[src/rtl/ctrlPkg.sv]
package ctrlPkg;

  // Instruction field widths
  localparam int wordW   = 32;
  localparam int opcodeW = 6;
  localparam int functW  = 6;
  localparam int regIdxW = 5;
  localparam int aluOpW  = 4;

  typedef logic [wordW-1:0]   word_t;
  typedef logic [wordW-1:0]   instr_t;
  typedef logic [opcodeW-1:0] opcode_t;
  typedef logic [functW-1:0]  funct_t;
  typedef logic [regIdxW-1:0] regIdx_t;
  typedef logic [aluOpW-1:0]  aluOp_t;
  // Bit 3 is byte 0, big-endian lanes
  typedef logic [3:0]         byteEn_t;
  typedef logic [1:0]         sel2_t;

  // Primary opcodes
  localparam opcode_t opRtype = 6'h00;
  localparam opcode_t opJ     = 6'h02;
  localparam opcode_t opJal   = 6'h03;
  localparam opcode_t opBeq   = 6'h04;
  localparam opcode_t opBne   = 6'h05;
  localparam opcode_t opBlez  = 6'h06;
  localparam opcode_t opBgtz  = 6'h07;
  localparam opcode_t opAddiu = 6'h09;
  localparam opcode_t opSltiu = 6'h0B;
  localparam opcode_t opAndi  = 6'h0C;
  localparam opcode_t opOri   = 6'h0D;
  localparam opcode_t opXori  = 6'h0E;
  localparam opcode_t opLui   = 6'h0F;
  localparam opcode_t opLb    = 6'h20;
  localparam opcode_t opLh    = 6'h21;
  localparam opcode_t opLw    = 6'h23;
  localparam opcode_t opLbu   = 6'h24;
  localparam opcode_t opLhu   = 6'h25;
  localparam opcode_t opSb    = 6'h28;
  localparam opcode_t opSh    = 6'h29;
  localparam opcode_t opSw    = 6'h2B;

  // R-type function codes
  localparam funct_t fnSll  = 6'h00;
  localparam funct_t fnSrl  = 6'h02;
  localparam funct_t fnSra  = 6'h03;
  localparam funct_t fnJr   = 6'h08;
  localparam funct_t fnJalr = 6'h09;
  localparam funct_t fnAddu = 6'h21;
  localparam funct_t fnSubu = 6'h23;
  localparam funct_t fnAnd  = 6'h24;
  localparam funct_t fnOr   = 6'h25;
  localparam funct_t fnXor  = 6'h26;
  localparam funct_t fnNor  = 6'h27;
  localparam funct_t fnSlt  = 6'h2A;
  localparam funct_t fnSltu = 6'h2B;

  // ALU operations
  localparam aluOp_t aluAdd  = 4'd0;
  localparam aluOp_t aluSub  = 4'd1;
  localparam aluOp_t aluAnd  = 4'd2;
  localparam aluOp_t aluOr   = 4'd3;
  localparam aluOp_t aluXor  = 4'd4;
  localparam aluOp_t aluNor  = 4'd5;
  localparam aluOp_t aluSlt  = 4'd6;
  localparam aluOp_t aluSltu = 4'd7;
  localparam aluOp_t aluSll  = 4'd8;
  localparam aluOp_t aluSrl  = 4'd9;
  localparam aluOp_t aluSra  = 4'd10;
  localparam aluOp_t aluLui  = 4'd11;
  localparam aluOp_t aluXXX  = 4'd15;

  // Mux select codes
  localparam sel2_t pcNext   = 2'd0;
  localparam sel2_t pcBranch = 2'd1;
  localparam sel2_t pcReg    = 2'd2;
  localparam sel2_t pcJump   = 2'd3;

  localparam sel2_t dstRt   = 2'd0;
  localparam sel2_t dstRd   = 2'd1;
  localparam sel2_t dstRa   = 2'd2;
  localparam sel2_t dstNone = 2'd3;

  localparam sel2_t rdUart    = 2'd0;
  localparam sel2_t rdAlu     = 2'd1;
  localparam sel2_t rdDmem    = 2'd2;
  localparam sel2_t rdCounter = 2'd3;

  localparam sel2_t uartDataOut  = 2'd0;
  localparam sel2_t uartInReady  = 2'd1;
  localparam sel2_t uartOutValid = 2'd2;
  localparam sel2_t uartBios     = 2'd3;

  // selAlt is shamt on operand A, immediate on operand B
  localparam sel2_t selZero = 2'd0;
  localparam sel2_t selReg  = 2'd1;
  localparam sel2_t selFwd  = 2'd2;
  localparam sel2_t selAlt  = 2'd3;

  // Memory map
  localparam word_t addrUartInReady  = 32'h8000_0000;
  localparam word_t addrUartOutValid = 32'h8000_0004;
  localparam word_t addrUartTx       = 32'h8000_0008;
  localparam word_t addrUartRx       = 32'h8000_000C;
  localparam word_t addrCycleCount   = 32'h8000_0010;
  localparam word_t addrInstrCount   = 32'h8000_0014;
  localparam word_t addrCountReset   = 32'h8000_0018;
  localparam int         regionDmemBit = 0;
  localparam int         regionImemBit = 1;
  localparam logic [3:0] regionBios    = 4'h4;

  typedef struct packed {
    sel2_t aluSelA;
    sel2_t aluSelB;
    logic  dinSel;
  } fwdCtrl_t;

  typedef struct packed {
    logic  reUart;
    logic  weUart;
    logic  ctSel;
    logic  ctReset;
    logic  reDc;
    logic  iCacheSel;
    logic  weIm;
    logic  weDm;
    sel2_t uartSel;
  } ioCtrl_t;

  typedef struct packed {
    logic  regWrite;
    sel2_t regDst;
    sel2_t rdSel;
  } wbCtrl_t;

  // Field extraction
  function automatic opcode_t instrOp(instr_t i);
    return i[31:26];
  endfunction

  function automatic regIdx_t instrRs(instr_t i);
    return i[25:21];
  endfunction

  function automatic regIdx_t instrRt(instr_t i);
    return i[20:16];
  endfunction

  function automatic regIdx_t instrRd(instr_t i);
    return i[15:11];
  endfunction

  function automatic funct_t instrFunct(instr_t i);
    return i[5:0];
  endfunction

  // Opcode classes
  function automatic logic isImmOp(opcode_t op);
    return (op >= opAddiu) && (op <= opLui);
  endfunction

  function automatic logic isLoadOp(opcode_t op);
    return (op >= opLb) && (op <= opLhu);
  endfunction

  function automatic logic isStoreOp(opcode_t op);
    return (op == opSb) || (op == opSh) || (op == opSw);
  endfunction

endpackage

[src/rtl/aluDecoder.sv]
`timescale 1ns/1ps

module aluDecoder
  import ctrlPkg::*;
(
  input  opcode_t opcode,
  input  funct_t  funct,
  output aluOp_t  aluOp
);

  aluOp_t rtypeOp;
  aluOp_t itypeOp;

  // R-type operations come from the function field
  always_comb begin
    case (funct)
      fnSll:   rtypeOp = aluSll;
      fnSrl:   rtypeOp = aluSrl;
      fnSra:   rtypeOp = aluSra;
      fnAddu:  rtypeOp = aluAdd;
      fnSubu:  rtypeOp = aluSub;
      fnAnd:   rtypeOp = aluAnd;
      fnOr:    rtypeOp = aluOr;
      fnXor:   rtypeOp = aluXor;
      fnNor:   rtypeOp = aluNor;
      fnSlt:   rtypeOp = aluSlt;
      fnSltu:  rtypeOp = aluSltu;
      default: rtypeOp = aluXXX;
    endcase
  end

  // Immediate arithmetic and logic
  always_comb begin
    case (opcode)
      opAddiu: itypeOp = aluAdd;
      opSltiu: itypeOp = aluSltu;
      opAndi:  itypeOp = aluAnd;
      opOri:   itypeOp = aluOr;
      opXori:  itypeOp = aluXor;
      opLui:   itypeOp = aluLui;
      default: itypeOp = aluXXX;
    endcase
  end

  always_comb begin
    if (opcode == opRtype) begin
      aluOp = rtypeOp;
    end else if (isImmOp(opcode)) begin
      aluOp = itypeOp;
    end else if (isLoadOp(opcode) || isStoreOp(opcode)) begin
      // Base plus offset
      aluOp = aluAdd;
    end else if ((opcode == opBeq) || (opcode == opBne) ||
                 (opcode == opBlez) || (opcode == opBgtz)) begin
      // Compare by subtraction
      aluOp = aluSub;
    end else begin
      aluOp = aluXXX;
    end
  end

endmodule

[src/rtl/forwardUnit.sv]
`timescale 1ns/1ps

module forwardUnit
  import ctrlPkg::*;
(
  input  instr_t   instr,
  input  instr_t   prevInstr,
  output fwdCtrl_t fwd
);

  opcode_t op;
  opcode_t prevOp;
  funct_t  funct;
  regIdx_t rs;
  regIdx_t rt;
  regIdx_t prevDst;
  logic    prevDstValid;
  logic    matchA;
  logic    matchB;
  logic    isShift;
  logic    isLink;
  logic    usesImm;

  assign op     = instrOp(instr);
  assign prevOp = instrOp(prevInstr);
  assign funct  = instrFunct(instr);
  assign rs     = instrRs(instr);
  assign rt     = instrRt(instr);

  // Register written by the instruction one stage ahead
  always_comb begin
    if (prevOp == opRtype) begin
      prevDst = instrRd(prevInstr);
    end else if (isImmOp(prevOp) || isLoadOp(prevOp)) begin
      prevDst = instrRt(prevInstr);
    end else begin
      prevDst = '0;
    end
  end

  // r0 is hardwired to zero
  assign prevDstValid = (prevDst != '0);
  assign matchA       = prevDstValid && (rs == prevDst);
  assign matchB       = prevDstValid && (rt == prevDst);

  assign isShift = (op == opRtype) && (funct >= fnSll) && (funct <= fnSra);
  assign isLink  = (op == opJal) || ((op == opRtype) && (funct == fnJalr));
  assign usesImm = isImmOp(op) || isLoadOp(op) || isStoreOp(op);

  always_comb begin
    fwd.aluSelA = matchA ? selFwd : selReg;
    fwd.aluSelB = matchB ? selFwd : selReg;
    fwd.dinSel  = 1'b0;
    if (isLink) begin
      // Link address is built from zero operands
      fwd.aluSelA = selZero;
      fwd.aluSelB = selZero;
    end else if (isShift) begin
      fwd.aluSelA = selAlt;
    end else if (usesImm) begin
      fwd.aluSelB = selAlt;
      // Store data comes from rt, forward it separately
      fwd.dinSel  = matchB;
    end
  end

endmodule

[src/rtl/memMapDecoder.sv]
`timescale 1ns/1ps

module memMapDecoder
  import ctrlPkg::*;
(
  input  word_t   address,
  input  word_t   pc,
  input  logic    memRead,
  input  logic    memWrite,
  output ioCtrl_t io,
  output sel2_t   rdSel
);

  logic [3:0] topNibble;
  logic       inDmem;
  logic       inImem;
  logic       inBios;
  logic       isCounterRd;
  logic       pcInBios;

  assign topNibble = address[31:28];

  // Region decode on the top address nibble
  assign inDmem = (topNibble[3:2] == 2'b00) && topNibble[regionDmemBit];
  assign inImem = (topNibble == (4'b0001 << regionImemBit));
  assign inBios = (topNibble == regionBios);

  // IMEM is only writable while running from BIOS space
  assign pcInBios = pc[30];

  assign isCounterRd = memRead &&
                       ((address == addrCycleCount) || (address == addrInstrCount));

  always_comb begin
    io         = '0;
    io.uartSel = uartDataOut;
    rdSel      = rdAlu;

    // Data memory through the data cache
    if (memWrite && inDmem) begin
      io.weDm = 1'b1;
    end
    if (memRead && inDmem) begin
      io.reDc = 1'b1;
      rdSel   = rdDmem;
    end

    // Instruction memory writes
    if (memWrite && inImem && pcInBios) begin
      io.weIm      = 1'b1;
      io.iCacheSel = 1'b1;
    end

    // Cycle and instruction counters
    if (isCounterRd) begin
      io.ctSel = (address == addrInstrCount);
      rdSel    = rdCounter;
    end
    if (memWrite && (address == addrCountReset)) begin
      io.ctReset = 1'b1;
    end

    // UART transmit
    if (memWrite && (address == addrUartTx)) begin
      io.weUart = 1'b1;
    end

    // UART status, receive data and BIOS reads share one read port
    if (memRead) begin
      if (address == addrUartInReady) begin
        io.uartSel = uartInReady;
        rdSel      = rdUart;
      end else if (address == addrUartOutValid) begin
        io.uartSel = uartOutValid;
        rdSel      = rdUart;
      end else if (address == addrUartRx) begin
        io.reUart  = 1'b1;
        io.uartSel = uartDataOut;
        rdSel      = rdUart;
      end else if (inBios) begin
        io.uartSel = uartBios;
        rdSel      = rdUart;
      end
    end
  end

endmodule

[src/rtl/controlUnit.sv]
`timescale 1ns/1ps

module controlUnit
  import ctrlPkg::*;
(
  input  logic       clk,
  input  logic       arstN,
  input  instr_t     instr,
  input  word_t      address,
  input  word_t      pc,
  input  logic       branch,
  input  logic [1:0] offset,
  output aluOp_t     aluOp,
  output sel2_t      pcSel,
  output wbCtrl_t    wb,
  output fwdCtrl_t   fwd,
  output ioCtrl_t    io,
  output byteEn_t    imByteEn,
  output byteEn_t    dmByteEn
);

  instr_t   prevInstr;
  opcode_t  op;
  funct_t   funct;
  logic     isRtype;
  logic     memRead;
  logic     memWrite;
  logic     regWrite;
  sel2_t    regDst;
  sel2_t    rdSel;
  sel2_t    pcSelRaw;
  byteEn_t  byteEn;
  fwdCtrl_t fwdRaw;
  ioCtrl_t  ioRaw;

  // Instruction history for forwarding
  always_ff @(posedge clk or negedge arstN) begin
    if (!arstN) begin
      prevInstr <= '0;
    end else begin
      prevInstr <= instr;
    end
  end

  assign op      = instrOp(instr);
  assign funct   = instrFunct(instr);
  assign isRtype = (op == opRtype);

  assign memRead  = isLoadOp(op);
  assign memWrite = isStoreOp(op);

  // Register write-back
  assign regWrite = (isRtype && (funct != fnJr)) || isImmOp(op) ||
                    isLoadOp(op) || (op == opJal);

  always_comb begin
    if (isRtype) begin
      regDst = dstRd;
    end else if (isImmOp(op) || isLoadOp(op)) begin
      regDst = dstRt;
    end else if (op == opJal) begin
      regDst = dstRa;
    end else begin
      regDst = dstNone;
    end
  end

  // Next PC, branch strobe wins
  always_comb begin
    if (branch) begin
      pcSelRaw = pcBranch;
    end else if ((op == opJ) || (op == opJal)) begin
      pcSelRaw = pcJump;
    end else if (isRtype && ((funct == fnJr) || (funct == fnJalr))) begin
      pcSelRaw = pcReg;
    end else begin
      pcSelRaw = pcNext;
    end
  end

  // Store byte lanes
  always_comb begin
    case (op)
      opSb:    byteEn = 4'b1000 >> offset;
      opSh:    byteEn = 4'b1100 >> {offset[1], 1'b0};
      opSw:    byteEn = 4'b1111;
      default: byteEn = 4'b0000;
    endcase
  end

  aluDecoder i_aluDecoder (
    .opcode (op),
    .funct  (funct),
    .aluOp  (aluOp)
  );

  forwardUnit i_forwardUnit (
    .instr     (instr),
    .prevInstr (prevInstr),
    .fwd       (fwdRaw)
  );

  memMapDecoder i_memMapDecoder (
    .address  (address),
    .pc       (pc),
    .memRead  (memRead),
    .memWrite (memWrite),
    .io       (ioRaw),
    .rdSel    (rdSel)
  );

  // Hold every control inactive during reset
  assign pcSel = arstN ? pcSelRaw : pcNext;
  assign fwd   = arstN ? fwdRaw : '0;
  assign io    = arstN ? ioRaw : '0;
  assign wb    = arstN ? '{regWrite: regWrite, regDst: regDst, rdSel: rdSel} : '0;

  // Lanes only reach the memory being written
  assign imByteEn = io.weIm ? byteEn : '0;
  assign dmByteEn = io.weDm ? byteEn : '0;

endmodule

[config.mk]
export PLATFORM = sky130hd
export DESIGN_NAME = controlUnit
export DESIGN_NICKNAME = d
export VERILOG_FILES = /design/src/rtl/ctrlPkg.sv /design/src/rtl/aluDecoder.sv /design/src/rtl/forwardUnit.sv /design/src/rtl/memMapDecoder.sv /design/src/rtl/controlUnit.sv
export SDC_FILE = /design/constraint.sdc
export NUM_CORES = 1
export LEC_CHECK = 0
export ABC_AREA = 0
export BUFFER_PORTS_ARGS = -buffer_cell sky130_fd_sc_hd__buf_2
export CELL_PAD_IN_SITES_DETAIL_PLACEMENT = 0
export CELL_PAD_IN_SITES_GLOBAL_PLACEMENT = 1
export CORE_ASPECT_RATIO = 1.1
export CORE_MARGIN = 10
export CORE_UTILIZATION = 22
export DETAILED_ROUTE_END_ITERATION = 6
export HOLD_SLACK_MARGIN = 0.08
export PLACE_DENSITY = 0.8
export SYNTH_ARGS = -nofsm -noshare
export SYNTH_HDL_FRONTEND = slang
export SYNTH_SLANG_ARGS = --single-unit
export TNS_END_PERCENT = 100
[constraint.sdc]
create_clock -name clk -period 2 [get_ports clk]
set_input_delay 0.1 -clock clk [delete_from_list [all_inputs] [get_ports clk]]
set_output_delay 0.1 -clock clk [all_outputs]
set_load 0.05 [all_outputs]
After elaboration in Yosys (flattened, before gate mapping)
Index checks and enable logic that the tools add are counted.
Storage, ports and cells
  logic and storage cells: 142
  bits in read-only memories: 0
  memory bits (writable): 0
  latch bits: 0
  register bits: 32
  memories kept: 0
  bits of input ports: 101
  output and inout port bits: 34
Cells by class
  reductions and logical operators: 40
  multipliers: 0
  div/mod/pow operators: 0
  $lt $le $gt $ge: 10
  equal/unequal tests: 39
  add/sub/neg operators: 0
  bitwise gates (word level): 0
  shifts and indexed selects: 2
  muxes and demuxes: 50
Operators with widths (number)
  32-bit == test (second input constant): 7
  6-bit == test (second input constant): 11
  6-bit by 4-bit == test with 1-bit output (second input constant): 8
  2-bit two-way mux: 22
  4-bit one-hot mux with 11 select lines: 1
  4-bit two-way mux: 7
  6-bit by 2-bit == test with 1-bit output (second input constant): 4
  6-bit by 3-bit == test with 1-bit output (second input constant): 4
  4-bit one-hot mux with 6 select lines: 1
  5-bit two-way mux: 4
  1-bit logical AND: 19
  6-bit logical NOT: 3
  1-bit logical OR: 16
  6-bit by 4-bit >= comparator with 1-bit output (second input constant): 2
  6-bit >= comparator (second input constant): 2
  6-bit by 4-bit less-or-equal comparator with 1-bit output (second input constant): 2
  6-bit less-or-equal comparator (second input constant): 2
  4-bit one-hot mux with 3 select lines: 1
  1-bit two-way mux: 11
  5-bit == test: 2
  10-bit two-way mux: 1
  4-bit by 2-bit >> shifter with 4-bit output (first input constant): 2
  6-bit by 1-bit >= comparator with 1-bit output (second input constant): 1
  6-bit by 2-bit less-or-equal comparator with 1-bit output (second input constant): 1
  6 further kinds: 7

Logic depth before layout (Yosys ltp)
Gate-level depths: netlist (run 1).
  depth in word-level cells: 12
  gate-level depth with buffers: 7
  depth with buffers taken out: 6

Hierarchy
A second synthesis (run 1) with hierarchy kept.
Unflattened totals
  cells, all modules: 273
  area, all modules: 2407.3 um2
Modules (own cells, without submodules)
  controlUnit: area an instance 1203.7 um2, instances 1, seq. area each 800.8 um2, cells an instance 98
  forwardUnit: area an instance 589.3 um2, instances 1, seq. area each 0.0 um2, cells an instance 79
  aluDecoder: area an instance 349.1 um2, instances 1, seq. area each 0.0 um2, cells an instance 53
  memMapDecoder: area an instance 265.3 um2, instances 1, seq. area each 0.0 um2, cells an instance 43

Worst setup path before layout (run 1)
No wires, ideal clock.
  path type: register to output
  from: register prevInstr[27]
  to: output port fwd[0] (netlist bit)
  data required time: 1.900 ns
  data arrival time: 2.773 ns
  setup slack: -0.873 ns
  cell stages (with the launch flop): 8
  path buffers: 1
  path through: dfrtp_1 > or3_4 > buf_6 > a32o_1 > a22oi_1 > xor2_1 > nand4_1 > nor3_1
RTL lines
  from (decl): RTL line controlUnit.sv:22  | instr_t prevInstr;
  from (signal assigned): RTL line controlUnit.sv:41  | prevInstr <= instr;
  to (decl): RTL line controlUnit.sv:16  | output fwdCtrl_t fwd,

==> flow_summary_export.csv, run 1 <==
group,metric,value,unit
yosys,yosysWarnings,0,
power_and_ir_drop,power_switching,0.000366,W
detailed_routing,first_pass_iters,4,
yosys,syn-cell-area,1610,um2
yosys,synth_common_cells,"42 x nor2_1, 23 x nand2_1, 16 x dfrtp_1, 15 x a21oi_1, 11 x nor3_1",
timing,fin_ws,-616,ps
timing,setup_tns,-2720,ps
setup_path,criticalPathCategory,"flop to primary output",
power_and_ir_drop,p_int,0.000685,W
place,port-buffer-count,98,
die,dieArea,11100,um2
worst_hold_path,hp-class,"input port to flop",
setup_path,cp_cell_sequence,"or3_4, a32o_2, a22oi_2, xnor2_1, nor4_2, buf_4, a31o_2, buf_6",
detailed_routing,postRouteAntennaNets,0,
setup_path,arrival,2520,ps
setup_path,endpoint_kind,"primary output",
cells_and_area,drive_above_1_share,44.6,%
power_and_ir_drop,clkPwrFrac,27.7,%
flow_run,drv_cap,0,
power_and_ir_drop,powerDensity,391,nW/um2
die,die_w,101,um
cts,path_clk_slew,60,ps
power_and_ir_drop,p_seq_share,33.8,%
timing,maxSlewViolCount,0,
cts,cts_tree,"built",
power_and_ir_drop,irDropWorstVdd,0.220,mV
die,rows,32,
die,die_h,110,um
place,dp_slack,-407,ps
detailed_routing,wire_per_inst,15.8,um
detailed_routing,drc_errors,0,
setup_path,path_depth,8,
cells_and_area,largest_register,"prevInstr",
yosys,ys_seq_area_share,24.9,%
cts,cts-root-buf,"clkbuf_8",
cells_and_area,final_nets,454,
power_and_ir_drop,combPwrFrac,38.5,%
setup_path,critPathRequiredTime,1900,ps
global_routing,grt_max_degree,17,
cells_and_area,n_antenna_cell,0,
status,violations,"negative setup slack",
yosys,synth_nets,331,
yosys,async_reset_ff_share,100,%
yosys,yosysTopAreaCell,"dfrtp_1",
place,post-dp-hpwl,5.77,mm
timing,finalSetupViolCount,5,
timing,fmax,382,MHz
detailed_routing,wl,6.92,mm
die,pin_count,135,
cells_and_area,utilization,38.2,%
power_and_ir_drop,p_sw_share,34.8,%
cells_and_area,synthToLayoutAreaGrowth,67.4,%
cts,htreeDepth,1,
yosys,ys_seq_elements,16,
detailed_routing,viasPerCell,4.90,
cells_and_area,top_regs,"prevInstr x16",
timing,fin_crit_sh,131,%
global_routing,grt_pass1_wl,10.6,mm
power_and_ir_drop,p_leak,1.17,nW
yosys,synth_ff_type,"dfrtp_1",
cells_and_area,largest_reg_flops,16,
global_routing,grt_pass1_vias,2199,
cts,numCtsBuffers,3,
place,dp_cells,420,
yosys,syn_inst,230,
setup_path,start_kind,"flop",
die,start_util,22.8,%
yosys,synth_cell_types,44,
status,status,"finished, violations left",
yosys,yosysTopAreaCellShare,24.9,%
timing,rsz0062_at_grt,"true",
worst_hold_path,hold_depth,1,
yosys,yosysMostFrequentCell,"nor2_1",
place,place.gp.congestion,0.822,
detailed_routing,drtIter0Drc,74,
timing,period_needed,2620,ps
setup_path,path_buf_inv,2,
yosys,syn_area_per_cell,6.98,um2
setup_path,crit_slowest_cell,"or3_4",
timing,worst_pin_slew,607,ps
setup_path,critical-path-max-stage-delay,420,ps
cts,ctsLongestPathBuffers,2,
timing,slew_headroom,58.5,%
timing,finalHoldViolations,0,
global_routing,overflow,0,
yosys,synth_edf_count,0,
setup_path,cp_max_fo,6,
global_routing,grt_usage,11.6,%
die,fp.coreArea,7050,um2
cts,cts.sinks,16,
yosys,yosys-top-cells-area,"dfrtp_1 25%, nor2_1 9.8%, nand2_1 5.4%",
detailed_routing,via_count,2143,
cells_and_area,fin_cells,437,
setup_path,cp_top_family,"simple AND/OR/NAND/NOR gates",
global_routing,antenna_found_initial,0,
layout make-up:
type                       count  area (um2)
fill                         743        4360
inverter                       9        37.5
timing repair buffer         131         816
multi-input combinational    192        1270
tap                           85         106
clock buffer                   4        55.1
sequential                    16         404
layout by cell type (no fill, tap or decap), types with 3 or more instances in the layout:
cell / Yosys / layout
nor4b_1: 8 / 4
nor3_1: 11 / 9
nand4_1: 5 / 5
nor2_4: 0 / 4
dfrtp_1: 16 / 13
nor2_1: 42 / 37
buf_2: 1 / 87
and3_1: 5 / 5
clkbuf_8: 0 / 4
buf_6: 1 / 6
nand2_1: 23 / 22
nand3b_1: 3 / 3
clkbuf_4: 0 / 4
and2_1: 4 / 4
xnor2_1: 6 / 6
dlygate4sd3_1: 0 / 11
a21o_1: 3 / 3
nor4_1: 10 / 8
buf_4: 1 / 23
inv_1: 9 / 8
a21oi_1: 15 / 14
dfrtp_2: 0 / 3
a31oi_1: 5 / 4
nor4b_2: 0 / 3
o21ai_0: 10 / 10
nand3_1: 6 / 6
cell families (layout without fill, tap and decap cells):
family / count (synthesis) / in the layout / synth area share (%)
AND/OR/NAND/NOR: 131 / 131 / 42.9
AO/OA/AOI/OAI: 49 / 49 / 19.4
buffers and inverters: 22 / 144 / 5.92
flip-flops: 16 / 16 / 24.9
XOR/XNOR: 8 / 8 / 4.36
multiplexers: 4 / 4 / 2.49
power groups by stage:
stage	combinational (W)	clock, W	sequential, W
floorplan	0.000217	0	0.000352
global route	0.000443	0.000308	0.000357
global placement	0.000364	0	0.000358
detailed placement	0.000369	0	0.000359
CTS	0.000397	0.000295	0.000353
finish	0.000404	0.000291	0.000355
through the flow:
| step | area (um2) | total power, W | hold slack (ps) |
|---|---|---|---|
| after floorplan | 1730 | 0.000568 | -196 |
| after global placement | 2410 | 0.000722 | 180 |
| after detailed placement | 2410 | 0.000728 | 187 |
| after CTS | 2620 | 0.00105 | 88.9 |
| after global routing | 2690 | 0.00111 | 102 |
| final | 2690 | 0.00105 | 98.5 |
path summary, 6_finish.rpt:
| check | start | to | slack (ps) |
|---|---|---|---|
| max in group asynchronous | arstN | prevInstr[31] | 1310 |
| worst max-delay path | prevInstr[27] | fwd[4] | -620 |
| min in group asynchronous | arstN | prevInstr[30] | 490 |
| worst min-delay path | instr[27] | prevInstr[27] | 100 |
layer usage:
layer / GRT usage [%] / wire length, um / vias to the layer above
met5: 0 / 0 / -
met4: 5.68 / 189 / 0
met3: 1.57 / 155 / 13
met2: 20.3 / 3810 / 45
met1: 13.7 / 2760 / 1006
li1: - / - / 1079
timing repair:
| item | CTS | global route |
|---|---|---|
| setup endpoints to repair | 5 | 11 |
| resized for setup | 14 | 18 |
| hold endpoints to repair | 26 | 0 |
| setup buffers | 0 | 2 |
| hold buffers | 11 | 0 |
| pin swaps | 1 | 1 |
No activity file was read; power rests on OpenSTA's default activity.
==> run 2: changes to the inputs <==
- CAP_MARGIN: unset -> 0
- CELL_PAD_IN_SITES_GLOBAL_PLACEMENT: 1 -> 2
- CORE_UTILIZATION: 22 -> 16
- TNS_END_PERCENT: 100 -> 10
==> run 2 against run 1 <==
  * The run still ends with negative setup slack left
  * Sequential cell count did not move
  * Combinational power rose by 4%
  * Critical path type unchanged
  * Clock-buffer cell count did not move
  * Critical endpoint is now fwd[1]
  * Largest power group unchanged
  * Routed wire length rose by 4.5%
  * Global-route usage fell by 2.2 points
  * Highest routed layer unchanged
  * Worst hold slack improved by 2.0 ps
  * Power rose by 0.21%
  * Core utilization fell by 10 points
==> flow_summary_export.csv, run 2 (synthesized netlist as in run 1, its figures left out) <==
group,metric,value,unit
die,rows,38,
global_routing,antenna_found_initial,0,
setup_path,path_depth,8,
setup_path,critical-path-max-stage-delay,390,ps
global_routing,grt_pass1_wl,11.2,mm
cts,cts.sinks,16,
detailed_routing,top_layer,"met4",
setup_path,cp_top_family,"simple AND/OR/NAND/NOR gates",
detailed_routing,viasPerCell,4.48,
cts,cts-root-buf,"clkbuf_8",
cells_and_area,largest_register,"prevInstr",
detailed_routing,postRouteAntennaNets,0,
setup_path,arrival,2440,ps
detailed_routing,first_pass_iters,5,
power_and_ir_drop,p_leak,1.22,nW
place,port-buffer-count,98,
power_and_ir_drop,irDropWorstVdd,0.195,mV
setup_path,path_buf_inv,2,
status,status,"finished, violations left",
cells_and_area,final_nets,459,
detailed_routing,drtIter0Drc,154,
timing,worst_pin_slew,422,ps
setup_path,criticalPathCategory,"flop to primary output",
cells_and_area,nFillCells,1082,
setup_path,cp_max_fo,4,
power_and_ir_drop,powerDensity,385,nW/um2
timing,rsz0062_at_grt,"true",
cells_and_area,final_common_cell,"buf_2",
die,die_w,116,um
setup_path,crit_top_cell,"buf_6",
place,post-dp-hpwl,5.94,mm
power_and_ir_drop,p_total,0.00105,W
die,dieArea,14500,um2
cells_and_area,n_antenna_cell,0,
cells_and_area,largest_reg_flops,16,
detailed_routing,drc_errors,0,
setup_path,crit_path_start,"prevInstr[27]",
global_routing,grt_pass1_vias,2225,
timing,fin_ws,-543,ps
setup_path,critPathRequiredTime,1900,ps
detailed_routing,wl,7.23,mm
detailed_routing,wire_per_inst,15.2,um
flow_run,drv_cap,0,
setup_path,cp_cell_sequence,"or3_4, buf_6, mux2i_1, and3_1, nor4_2, nand4_1, o21a_1, buf_6",
cells_and_area,final_cell_area,2740,um2
timing,setup_tns,-2570,ps
setup_path,crit_slowest_cell,"or3_4",
global_routing,grt_usage,9.48,%
cts,cts_tree,"built",
cts,numCtsBuffers,3,
timing,fmax,393,MHz
place,place.gp.congestion,0.801,
cells_and_area,synthToLayoutAreaGrowth,70.2,%
setup_path,start_kind,"flop",
place,placed_cell_area,2390,um2
timing,period_needed,2540,ps
timing,fin_crit_sh,127,%
status,violations,"negative setup slack",
die,die_h,125,um
setup_path,critPathCapture,"fwd[1]",
detailed_routing,dr_wl_met2,4.10,mm
timing,maxSlewViolCount,0,
cells_and_area,final_cell_mix,"90 x buf_2, 41 x nor2_1, 28 x buf_4",
timing,slew_headroom,71.5,%
die,fp.coreArea,9840,um2
detailed_routing,met1_length,2.69,mm
die,pin_count,135,
cells_and_area,utilization,27.8,%
setup_path,endpoint_kind,"primary output",
worst_hold_path,hp-class,"input port to flop",
die,start_util,16.3,%
detailed_routing,wl_met3,333,um
detailed_routing,via_count,2139,
cts,ctsLongestPathBuffers,2,
cts,htreeDepth,1,
global_routing,overflow,0,
cts,path_clk_slew,50,ps
timing,finalSetupViolCount,5,
cells_and_area,drive_above_1_share,43.1,%
timing,finalHoldViolations,0,
cells_and_area,top_regs,"prevInstr x16",
global_routing,grt_max_degree,19,
run 2: report_power, final:
group / switching, W / internal, W / leakage, nW / total [W]
clock: 0.000104 / 0.000174 / 0.0288 / 0.000278
sequential: 0.0000129 / 0.000341 / 0.185 / 0.000353
combinational: 0.000240 / 0.000181 / 1.00 / 0.000421
run 2: per-layer routing:
layer,up-vias,global-route usage [%]
li1,1091,-
met1,1000,9.41
met2,38,18.8
met3,10,2.30
met4,0,2.16
met5,-,0
run 2: per-stage QoR:
step	hold WS, ps	std cells	setup slack [ps]
2_1_floorplan	-196	230	-581
3_3_place_gp	138	459	-401
3_5_place_dp	154	459	-448
4_1_cts	105	477	-505
5_1_grt	103	477	-630
6_report	100	477	-543
run 2: repair_timing:
| item | in CTS | in global routing |
|---|---|---|
| hold endpoints to repair | 26 | 0 |
| buffers inserted | 3 | 0 |
| setup endpoints to repair | 5 | 17 |
| cloned | 0 | 0 |
| gates resized for setup | 27 | 11 |
| hold buffers | 11 | 0 |
| pin swaps | 13 | 3 |
run 2: how the worst min path moves through the flow:
| stage | startpoint | to | slack, ps | cells after the start |
|---|---|---|---|---|
| final | instr[26] | prevInstr[26] | 100 | 1 |
| after global routing | instr[27] | prevInstr[27] | 100 | 1 |
| after CTS | instr[26] | prevInstr[26] | 100 | 1 |
| after detailed placement | arstN | prevInstr[31] | 150 | 2 |
| after global placement | arstN | prevInstr[29] | 140 | 2 |
| after floorplan | arstN | prevInstr[11] | -200 | 0 |
run 2: area by class of cell:
type | instances | area, um2 | area share, %
repair buffers | 136 | 842 | 30.8
flip-flops and latches | 16 | 402 | 14.7
inverters | 9 | 33.8 | 1.24
clock buffers | 4 | 55.1 | 2.01
well taps | 120 | 150 | 5.49
multi-input cells | 192 | 1250 | 45.8
